## src/logic/ctlb_pkg.sv

```systemverilog
`default_nettype none

package ctlb_pkg;

  // --------------------------------------------------
  // widths.
  // --------------------------------------------------
  localparam int VPN_WIDTH  = 40;
  localparam int SET_BITS   = 6;
  localparam int TAG_WIDTH  = VPN_WIDTH - SET_BITS;
  localparam int ASID_WIDTH = 16;
  localparam int DATA_WIDTH = 32;
  localparam int GLOBAL_BIT = 0;
  localparam int WAYS       = 4;

  // --------------------------------------------------
  // entry word, low to high: rank, data, valid, asid, tag.
  // --------------------------------------------------
  localparam int ENTRY_RANK_LSB  = 0;
  localparam int ENTRY_DATA_LSB  = ENTRY_RANK_LSB + 2;
  localparam int ENTRY_VALID_BIT = ENTRY_DATA_LSB + DATA_WIDTH;
  localparam int ENTRY_ASID_LSB  = ENTRY_VALID_BIT + 1;
  localparam int ENTRY_TAG_LSB   = ENTRY_ASID_LSB + ASID_WIDTH;
  localparam int ENTRY_WIDTH     = ENTRY_TAG_LSB + TAG_WIDTH;

  // --------------------------------------------------
  // csr bus.
  // --------------------------------------------------
  localparam int CSR_ADDR_WIDTH = 16;
  localparam int CSR_DATA_WIDTH = 64;

  // page csr, asid in bits 15:0.
  localparam logic [CSR_ADDR_WIDTH-1:0] CSR_PAGE   = 16'h0103;
  // flags csr, bit 0 enables virtualisation.
  localparam logic [CSR_ADDR_WIDTH-1:0] CSR_MFLAGS = 16'h0300;

endpackage

`default_nettype wire

```

## src/logic/csr_watch.sv

```systemverilog
`timescale 1ns/1ns
`default_nettype none

module csr_watch #(
  parameter logic [ctlb_pkg::CSR_ADDR_WIDTH-1:0] CSR_ID = '0
)(
  input  wire                                 clk,
  input  wire                                 rst,
  input  wire                                 csr_en,
  input  wire [ctlb_pkg::CSR_ADDR_WIDTH-1:0]  csr_addr,
  input  wire [ctlb_pkg::CSR_DATA_WIDTH-1:0]  csr_wdata,
  output logic [ctlb_pkg::CSR_DATA_WIDTH-1:0] value
);

  // local copy of one csr.
  always_ff @(posedge clk)
  begin
    if (rst)
      value <= '0;
    else if (csr_en && csr_addr == CSR_ID)
      value <= csr_wdata;
  end

endmodule

`default_nettype wire

```

## config.mk

```make
export PLATFORM = sky130hd
export DESIGN_NAME = csr_watch
export DESIGN_NICKNAME = d
export VERILOG_FILES = /design/src/logic/ctlb_pkg.sv /design/src/logic/csr_watch.sv
export SDC_FILE = /design/constraint.sdc
export NUM_CORES = 1
export LEC_CHECK = 0
export ABC_AREA = 1
export BUFFER_PORTS_ARGS = -buffer_cell sky130_fd_sc_hd__buf_2
export CAP_MARGIN = 20
export CORE_MARGIN = 8
export CORE_UTILIZATION = 30
export DETAILED_ROUTE_END_ITERATION = 12
export PLACE_DENSITY = 0.57
export SETUP_SLACK_MARGIN = 0.02
export SYNTH_ARGS = -nofsm -noshare
export SYNTH_HDL_FRONTEND = slang
export SYNTH_SLANG_ARGS = --single-unit
```

## constraint.sdc

```tcl
create_clock -name clk -period 3.2 [get_ports clk]
set_clock_uncertainty 0.05 [all_clocks]
set_input_delay 0.16 -clock clk [delete_from_list [all_inputs] [get_ports clk]]
set_output_delay 0.16 -clock clk [all_outputs]
set_load 0.02 [all_outputs]
```

==> results of run 1 <==
[logic make-up (layout without fill, tap and decap cells)]
logic type,Yosys count,count (layout),synth area share [%]
DFF,64,64,37.37
and+or+nand+nor,270,270,35.18
buffers and inverters,227,361,27.44
[power groups by stage]
stage | clock, mW | sequential (mW) | combinational, mW
2_1_floorplan | 0 | 0.814 | 0.0562
6_report | 1.09 | 0.797 | 0.116
4_1_cts | 1.12 | 0.797 | 0.117
3_5_place_dp | 0 | 0.814 | 0.116
5_1_grt | 1.14 | 0.797 | 0.134
3_3_place_gp | 0 | 0.814 | 0.115
[metrics by stage]
step	setup slack (ps)	cells	power (mW)	hold WS [ps]
finish	1163	838	1.999	122.7
CTS	1085	837	2.033	111.4
detailed placement	747.7	821	0.9302	444.2
global placement	736.8	821	0.9290	436.4
floorplan	2016	561	0.8706	293.7
global route	820.0	838	2.073	137.8
[cell usage after synthesis]
cell and instances:
inv_1 193, nand2_1 130, nor2_1 70, dfxtp_1 64, nand4_1 64, buf_2 14, buf_4 7, buf_1 6
buf_6 6, and2_1 1, inv_2 1, nand3_4 1, nand3b_1 1, nor2_2 1, nor2_4 1, or2_1 1
[cell type report]
cell class                      instances  area [um^2]
Sequential cell                        64         1281
Inverter                              194        728.2
Timing Repair Buffer                  151        780.7
Multi-Input combinational cell        270         1212
Fill cell                            1230         6756
Clock buffer                           14        274.0
Tap cell                              143        178.9
Clock inverter                          2        60.06
[routing by layer]
| layer | up-vias | track usage, % | share of wire (%) |
|---|---|---|---|
| met4 | 0 | 6.245 | 1.8 |
| li1 | 1855 | - | - |
| met5 | - | 0 | 0 |
| met2 | 96 | 23.31 | 50 |
| met3 | 12 | 3.425 | 7.9 |
| met1 | 1497 | 13.62 | 41 |
[critical path, cell delays in order]
cell     delay [ps]
buf_2            90
nor2_1          100
nand2_1          90
nor2_4          610
nand3_4         770
nand2_1         240
inv_1            60
nor2_1           90
[worst max path at each step]
stage / slack, ps / cells past startpoint / to
detailed placement: 750 / 8 / value[59]$_SDFFE_PP0P_
global placement: 740 / 8 / value[21]$_SDFFE_PP0P_
global route: 820 / 8 / value[37]$_SDFFE_PP0P_
CTS: 1090 / 8 / value[59]$_SDFFE_PP0P_
floorplan: 2020 / 7 / value[10]$_SDFFE_PP0P_
finish: 1160 / 8 / value[3]$_SDFFE_PP0P_
[cells in the final DEF (no fill, tap or decap), drive strengths merged]
| cell type | n |
|---|---|
| clkbuf | 14 |
| nand4 | 64 |
| dfxtp | 64 |
| inv | 194 |
| and2 | 1 |
| or2 | 1 |
| nand2 | 130 |
| bufinv | 2 |
| buf | 151 |
| nor2 | 72 |
| nand3b | 1 |
| nand3 | 1 |
==> impl_metrics.tcl, run 1 <==
set metrics [dict create \
    status "completed" \
    p_int_mw 1.599 \
    cts_resized 0 \
    holdPathEnd "value[2]$_SDFFE_PP0P_" \
    antenna_cells 0 \
    fin_area_um2 4516 \
    synth-seq-cells 64 \
    rsz0062_at_grt "false" \
    finalCriticalPeriod_ps 2037 \
    maxSlewViolCount 0 \
    yosysSeqAreaShare_pct 37.37 \
    dieArea_um2 15100 \
    leakage_nw 2.658 \
    hold_depth 5 \
    io_buffers 146 \
    p_seq_share_pct 39.9 \
    hold_violations 0 \
    layout.nets 773 \
    wl_um 9462 \
    yosys.area.top_type "dfxtp_1" \
    hp-class "in -> reg" \
    largest_register_ffs 64 \
    cts_tree "built" \
    post_cts.repair.setup_buffers 0 \
    critPathMaxFanout 64 \
    synth_cell_types 16 \
    hpwl_um 6550 \
    ctsHoldBuffers 0 \
    min-delay-start "csr_wdata[2]" \
    vias_per_cell 4.129 \
    vias 3460 \
    power.switching_mw 0.3997 \
    area_delta_synth_final_pct 31.72 \
    r2r-end "value[37]$_SDFFE_PP0P_" \
    p_comb_share_pct 5.8 \
    ant_nets 0 \
    start_util_pct 30.41 \
    yosys-top-cells-area "dfxtp_1 (37%), inv_1 (21%), nand2_1 (14%)" \
    htreeDepth 3 \
    reg2reg_depth 4 \
    critPathLaunch "csr_addr[9]" \
    die_h_um 122.9 \
    placed_cell_area_um2 4161 \
    crit_type "in -> reg" \
    utilization_pct 40.06 \
    yosysTopAreaCellShare_pct 37.37 \
    cts.sinks 64 \
    synth.avg_cell_area_um2 6.111 \
    rows 39 \
    dr.pass1.iters 4 \
    syn_nets 644 \
    peakVddDrop_v 0.0001906 \
    pwr-share-clk_pct 54.3 \
    max_clock_freq_ghz 0.4909 \
    yosysWarningCount 0 \
    io_pins 147 \
    power_density_nw_per_um2 442.7 \
    tns_ps 0 \
    cts_made_buffers 9 \
    grt_usage_pct 12.89 \
    layout-drive-gt1-share_pct 24.46 \
    syn_inst 561 \
    insertion_delay_ps 320 \
    rrSetupSlack_ps 2490 \
    top_register "value" \
    p_sw_share_pct 19.99 \
    grt_overflow 0 \
    crit_required_ps 3410 \
    drt_iter0_markers 149 \
    largestRegisters "value (64)" \
    endpoint_kind "flop" \
    crit_path_start_kind "primary input" \
    clockRootBuffer "clkbuf_16" \
    tightest_slew_ps 767.5 \
    gp_congestion 0.7342 \
    drv_cap 0 \
    fin_crit_sh_pct 63.66 \
    grt_max_degree 65 \
    max-slew-margin-rel_pct 48.83 \
    grt_antenna_before_repair 0 \
    coreArea_um2 11270 \
    rr_startpoint "value[37]$_SDFFE_PP0P_" \
    clk_path_buf_depth 2 \
    grt_pass1_wl_um 15840 \
    drc 0 \
    grt_pass1_vias 3507 \
    finalSetupViolations 0 \
    die_w_um 122.9 \
    syn_area_um2 3428 \
    wire_per_inst_um 11.29 \
    clk_pin_slew_ps 60 \
    arrival_ps 2240 \
]
No activity file was read; power rests on OpenSTA's default activity.
==> run 2: changes to the inputs <==
--- a/config.mk
+++ b/config.mk
@@ -5,13 +5,13 @@
 export SDC_FILE = /design/constraint.sdc
 export NUM_CORES = 1
 export LEC_CHECK = 0
-export ABC_AREA = 1
+export ABC_AREA = 0
 export BUFFER_PORTS_ARGS = -buffer_cell sky130_fd_sc_hd__buf_2
 export CAP_MARGIN = 20
 export CORE_MARGIN = 8
 export CORE_UTILIZATION = 30
 export DETAILED_ROUTE_END_ITERATION = 12
-export PLACE_DENSITY = 0.57
+export PLACE_DENSITY = 0.6
 export SETUP_SLACK_MARGIN = 0.02
 export SYNTH_ARGS = -nofsm -noshare
 export SYNTH_HDL_FRONTEND = slang
==> constraint.sdc (replaced) <==
create_clock -name clk -period 1.8 [get_ports clk]
set_clock_uncertainty 0.05 [all_clocks]
set_input_delay 0.09 -clock clk [delete_from_list [all_inputs] [get_ports clk]]
set_output_delay 0.09 -clock clk [all_outputs]
set_load 0.02 [all_outputs]
==> impl_metrics.tcl, run 2 <==
set metrics [dict create \
    status "completed" \
    tightest_slew_ps 354.7 \
    clk_path_buf_depth 2 \
    largest_register_ffs 64 \
    finalCriticalPeriod_ps 1316 \
    critPathSlowestCell "nor4_1" \
    critPathBufInv 3 \
    yosysWarningCount 0 \
    coreArea_um2 9639 \
    grt_pass1_vias 2870 \
    ctsHoldBuffers 64 \
    synth_fa_ha_area_share_pct 0 \
    synth_xor_area_share_pct 0 \
    critPathTopFamily "simple AND/OR/NAND/NOR gates" \
    peakVddDrop_v 0.0003870 \
    yosysSeqAreaShare_pct 43.43 \
    clockRootBuffer "clkbuf_8" \
    insertion_delay_ps 330 \
    power_density_nw_per_um2 642.0 \
    cts_tree "built" \
    layout.nets 575 \
    largestRegisters "value (64)" \
    use_met3_pct 4.097 \
    area_delta_synth_final_pct 56.49 \
    synth-seq-cells 64 \
    finalNonFillerCells 630 \
    ant_nets 0 \
    hold_violations 0 \
    max_clock_freq_ghz 0.7597 \
    synthArstFlopShare_pct 0 \
    start_util_pct 30.61 \
    synth_edf_count 0 \
    grt_max_degree 129 \
    dr.pass1.iters 4 \
    leakage_nw 1.982 \
    crit_type "in -> reg" \
    cts.sinks 64 \
    gp_congestion 0.6748 \
    syn_area_um2 2950 \
    yosysTopAreaCellShare_pct 43.43 \
    yosysMostFrequentCell "nand2b_1" \
    globalRouteMet1Util_pct 13.22 \
    synth.avg_cell_area_um2 10.43 \
    cts_resized 0 \
    dieArea_um2 13260 \
    endpoint_kind "flop" \
    hp-class "in -> reg" \
    crit_path_start_kind "primary input" \
    clk_pin_slew_ps 80 \
    synth_top_family_by_area "simple AND/OR/NAND/NOR gates" \
    top_register "value" \
    finalSetupViolations 0 \
    die_h_um 115.2 \
    cts_made_buffers 9 \
    htreeDepth 3 \
    drc 0 \
    holdWs_ps 303.5 \
    grt_pass1_wl_um 13210 \
    rows 36 \
    max-slew-margin-rel_pct 76.35 \
    yosys.area.top_type "dfxtp_1" \
    grt.busiest_layer "met2" \
    synth_compound_area_share_pct 0 \
    final_cell_mix "buf_2 (146), nand2b_1 (128), mux2i_1 (64), dlygate4sd3_1 (64), dfxtp_1 (64)" \
    synth_cell_types 10 \
    syn_nets 366 \
    io_pins 147 \
    drt_iter0_markers 98 \
    yosys-top-cells-area "dfxtp_1 (43%), nand2b_1 (27%), mux2i_1 (22%)" \
    io_buffers 146 \
    wire_per_inst_um 12.85 \
    post_cts.repair.setup_buffers 0 \
    critPathMaxFanout 23 \
    rsz0062_at_grt "false" \
    die_w_um 115.2 \
    slowest_delay_ps 280 \
    tns_ps 0 \
    crit_required_ps 2000 \
    syn_inst 283 \
    grt_use_met2_pct 21.16 \
    antenna_cells 0 \
    grt_antenna_before_repair 0 \
    synth.mux.area_fraction_pct 21.71 \
    grt_overflow 0 \
    vias 2628 \
    crit_chain "buf_2, nor4_1, nand4_1, nor4b_4, buf_4, buf_12, mux2i_1" \
    synth_common_cells "nand2b_1 (128), dfxtp_1 (64), mux2i_1 (64), clkbuf_1 (14), buf_12 (6)" \
    hpwl_um 5478 \
    drv_cap 0 \
    layout-drive-gt1-share_pct 34.21 \
    final_common_cell "buf_2" \
    grt_usage_pct 12.49 \
    synth-simple-area-share_pct 28.63 \
    synth_ff_type "dfxtp_1" \
    place_inst 550 \
    arrival_ps 1520 \
    fin_crit_sh_pct 73.13 \
    wl_um 8097 \
    maxSlewViolCount 0 \
    vias_per_cell 4.171 \
]
-- run 2: worst paths after layout --
path	startpoint	endpoint	slack [ps]	cells after the start
worst max-delay path	csr_addr[1]	value[34]$_SDFFE_PP0P_	480	7
worst min-delay path	csr_addr[14]	value[1]$_SDFFE_PP0P_	300	5
worst max register to register	value[3]$_SDFFE_PP0P_	value[3]$_SDFFE_PP0P_	1130	2
worst min register to register	value[21]$_SDFFE_PP0P_	value[21]$_SDFFE_PP0P_	420	2
-- run 2: worst register-to-register path: stages, from the launching register on --
cell      delay, ps
dfxtp_1         360
nand2b_1         80
mux2i_1         120
-- run 2: power breakdown --
part / switching, mW / internal (mW)
clock: 0.556 / 0.682
combinational: 0.0947 / 0.217
sequential: 0.00000579 / 1.41
-- run 2: stage by stage --
step                      utilization [%]  area [um^2]  power, mW  setup slack (ps)
final                               47.90         4617      2.964             483.6
after global routing                47.90         4617      3.137             350.2
after CTS                           47.90         4617      3.030             491.0
after detailed placement            39.19         3777      1.651             126.5
after global placement              39.19         3777      1.646             164.8
after floorplan                         -         2950      1.547             430.4
-- run 2: layer usage --
metal  up-vias  wire [um]
li1       1331          -
met3        18        528
met5         -          0
met1      1184       3390
met4         0        220
met2        95       3957
-- run 2: cell type report --
type	count	area, um^2
flip-flops and latches	64	1281
fillers	929	5022
repair buffers	219	1476
clock buffers	12	145.1
clock inverters	4	53.80
multi-input cells	198	1494
well taps	133	166.4
-- run 2: logic make-up (layout without fill, tap and decap cells) --
family / Yosys count / after routing
buffers and inverters: 21 / 235
muxes: 64 / 64
DFF: 64 / 64
and+or+nand+nor: 134 / 134
==> run 3: changes to the inputs <==
--- a/config.mk
+++ b/config.mk
@@ -5,13 +5,13 @@
 export SDC_FILE = /design/constraint.sdc
 export NUM_CORES = 1
 export LEC_CHECK = 0
-export ABC_AREA = 0
+export ABC_AREA = 1
 export BUFFER_PORTS_ARGS = -buffer_cell sky130_fd_sc_hd__buf_2
 export CAP_MARGIN = 20
 export CORE_MARGIN = 8
 export CORE_UTILIZATION = 30
 export DETAILED_ROUTE_END_ITERATION = 12
-export PLACE_DENSITY = 0.6
+export PLACE_DENSITY = 0.57
 export SETUP_SLACK_MARGIN = 0.02
 export SYNTH_ARGS = -nofsm -noshare
 export SYNTH_HDL_FRONTEND = slang
==> constraint.sdc (replaced) <==
create_clock -name clk -period 1.3 [get_ports clk]
set_clock_uncertainty 0.05 [all_clocks]
set_input_delay 0.065 -clock clk [delete_from_list [all_inputs] [get_ports clk]]
set_output_delay 0.065 -clock clk [all_outputs]
set_load 0.02 [all_outputs]
==> impl_metrics.tcl, run 3 (synthesized netlist as in run 1, its figures left out) <==
set metrics [dict create \
    min-delay-start "csr_wdata[44]" \
    maxSlewViolCount 0 \
    power_density_nw_per_um2 961.6 \
    grt_max_degree 65 \
    tightest_slew_ps 296.7 \
    crit_required_ps 1510 \
    holdWs_ps 13.70 \
    rrSetupSlack_ps 600 \
    hpwl_um 6830 \
    worst_slack_ps 325.0 \
    ant_nets 0 \
    drt_iter0_markers 174 \
    layout-drive-gt1-share_pct 24.75 \
    rows 39 \
    final_cell_mix "inv_1 (193), buf_2 (146), nand2_1 (130)" \
    max_clock_freq_ghz 1.026 \
    critPathLaunch "csr_addr[1]" \
    start_util_pct 30.41 \
    fin_crit_sh_pct 75.00 \
    fin_area_um2 4618 \
    coreArea_um2 11270 \
    die_w_um 122.9 \
    grt_pass1_vias 3494 \
    drt-met1-wl_um 3931 \
    rr_startpoint "value[24]$_SDFFE_PP0P_" \
    wire_per_inst_um 11.44 \
    largestRegisters "value (64)" \
    finalNonFillerCells 846 \
    placed_cell_area_um2 4312 \
    drv_cap 0 \
    place_inst 826 \
    grt_pass1_wl_um 16240 \
    vias 3519 \
    finalCriticalPeriod_ps 975.0 \
    cts_resized 0 \
    layout.nets 781 \
    pre_cts_ws_ps -18.52 \
    grt_antenna_before_repair 0 \
    io_pins 147 \
    utilization_pct 40.97 \
    top_register "value" \
    grt_usage_pct 13.43 \
    grt_overflow 0 \
    top_layer "met4" \
    dr.pass1.iters 4 \
    critPathMaxFanout 36 \
    met2WireLength_um 4907 \
    htreeDepth 3 \
    status "completed" \
    gp_congestion 0.7512 \
    finalSetupViolations 0 \
    wl_um 9681 \
    die_h_um 122.9 \
    rsz0062_at_grt "false" \
    clk_path_buf_depth 2 \
    peakVddDrop_v 0.0005307 \
    max-slew-margin-rel_pct 80.22 \
    crit_path_start_kind "primary input" \
    post_cts.repair.setup_buffers 0 \
    arrival_ps 1180 \
    dieArea_um2 15100 \
    drc 0 \
    vias_per_cell 4.160 \
    clockRootBuffer "clkbuf_16" \
    cts_made_buffers 9 \
    antenna_cells 0 \
    endpoint_kind "flop" \
    final_common_cell "inv_1" \
    power_mw 4.441 \
    wl_met3_um 672 \
    cts_tree "built" \
    ctsHoldBuffers 4 \
    leakage_nw 2.696 \
    area_delta_synth_final_pct 34.71 \
    largest_register_ffs 64 \
    crit_type "in -> reg" \
    io_buffers 146 \
    clk_pin_slew_ps 60 \
    hp-class "in -> reg" \
    tns_ps 0 \
    cts.sinks 64 \
    hold_violations 0 \
    insertion_delay_ps 320 \
]
run 3: cell types whose count changed in the layout (fill, tap and decap cells not counted), moves of 4 or more:
cell	before	now
clkinv_2	0	4
buf_4	6	0
inv_1	0	193
buf_12	3	9
nand2b_1	128	0
nand2_1	0	130
nor2_1	1	70
nand4_1	1	64
clkbuf_8	10	1
clkbuf_16	0	9
dlygate4sd3_1	64	4
mux2i_1	64	0
run 3: cell type report:
cell class	count	area, um^2
clock buffers	12	246.5
clock inverters	4	20.02
fillers	1222	6654
inverters	194	728.2
multi-input cells	270	1212
flip-flops and latches	64	1281
well taps	143	178.9
repair buffers	159	950.9
run 3: power by group:
group	internal [mW]	switching, mW	total (mW)
Sequential	1.96	0.0000159	1.96
Clock	1.33	0.844	2.17
Combinational	0.152	0.154	0.306
Total	3.44	0.997	4.44
run 3: worst max-delay path, cell delays in order:
cell and delay [ps]:
buf_2 90, or2_1 250, nor2_4 220, nand3_4 140, buf_12 200, nand2_1 70, inv_1 30, nor2_1 100
run 3: path summary, 6_finish.rpt:
| check | to | cells after the start |
|---|---|---|
| hold reg to reg | value[55]$_SDFFE_PP0P_ | 4 |
| hold / removal | value[44]$_SDFFE_PP0P_ | 5 |
| setup reg to reg | value[24]$_SDFFE_PP0P_ | 4 |
| setup / recovery | value[42]$_SDFFE_PP0P_ | 8 |
run 3: layer usage:
metal  vias to the layer above  GRT usage, %
met4                         0         6.093
met2                        81         24.60
met1                      1553         13.93
li1                       1872             -
met5                         -             0
met3                        13         3.836
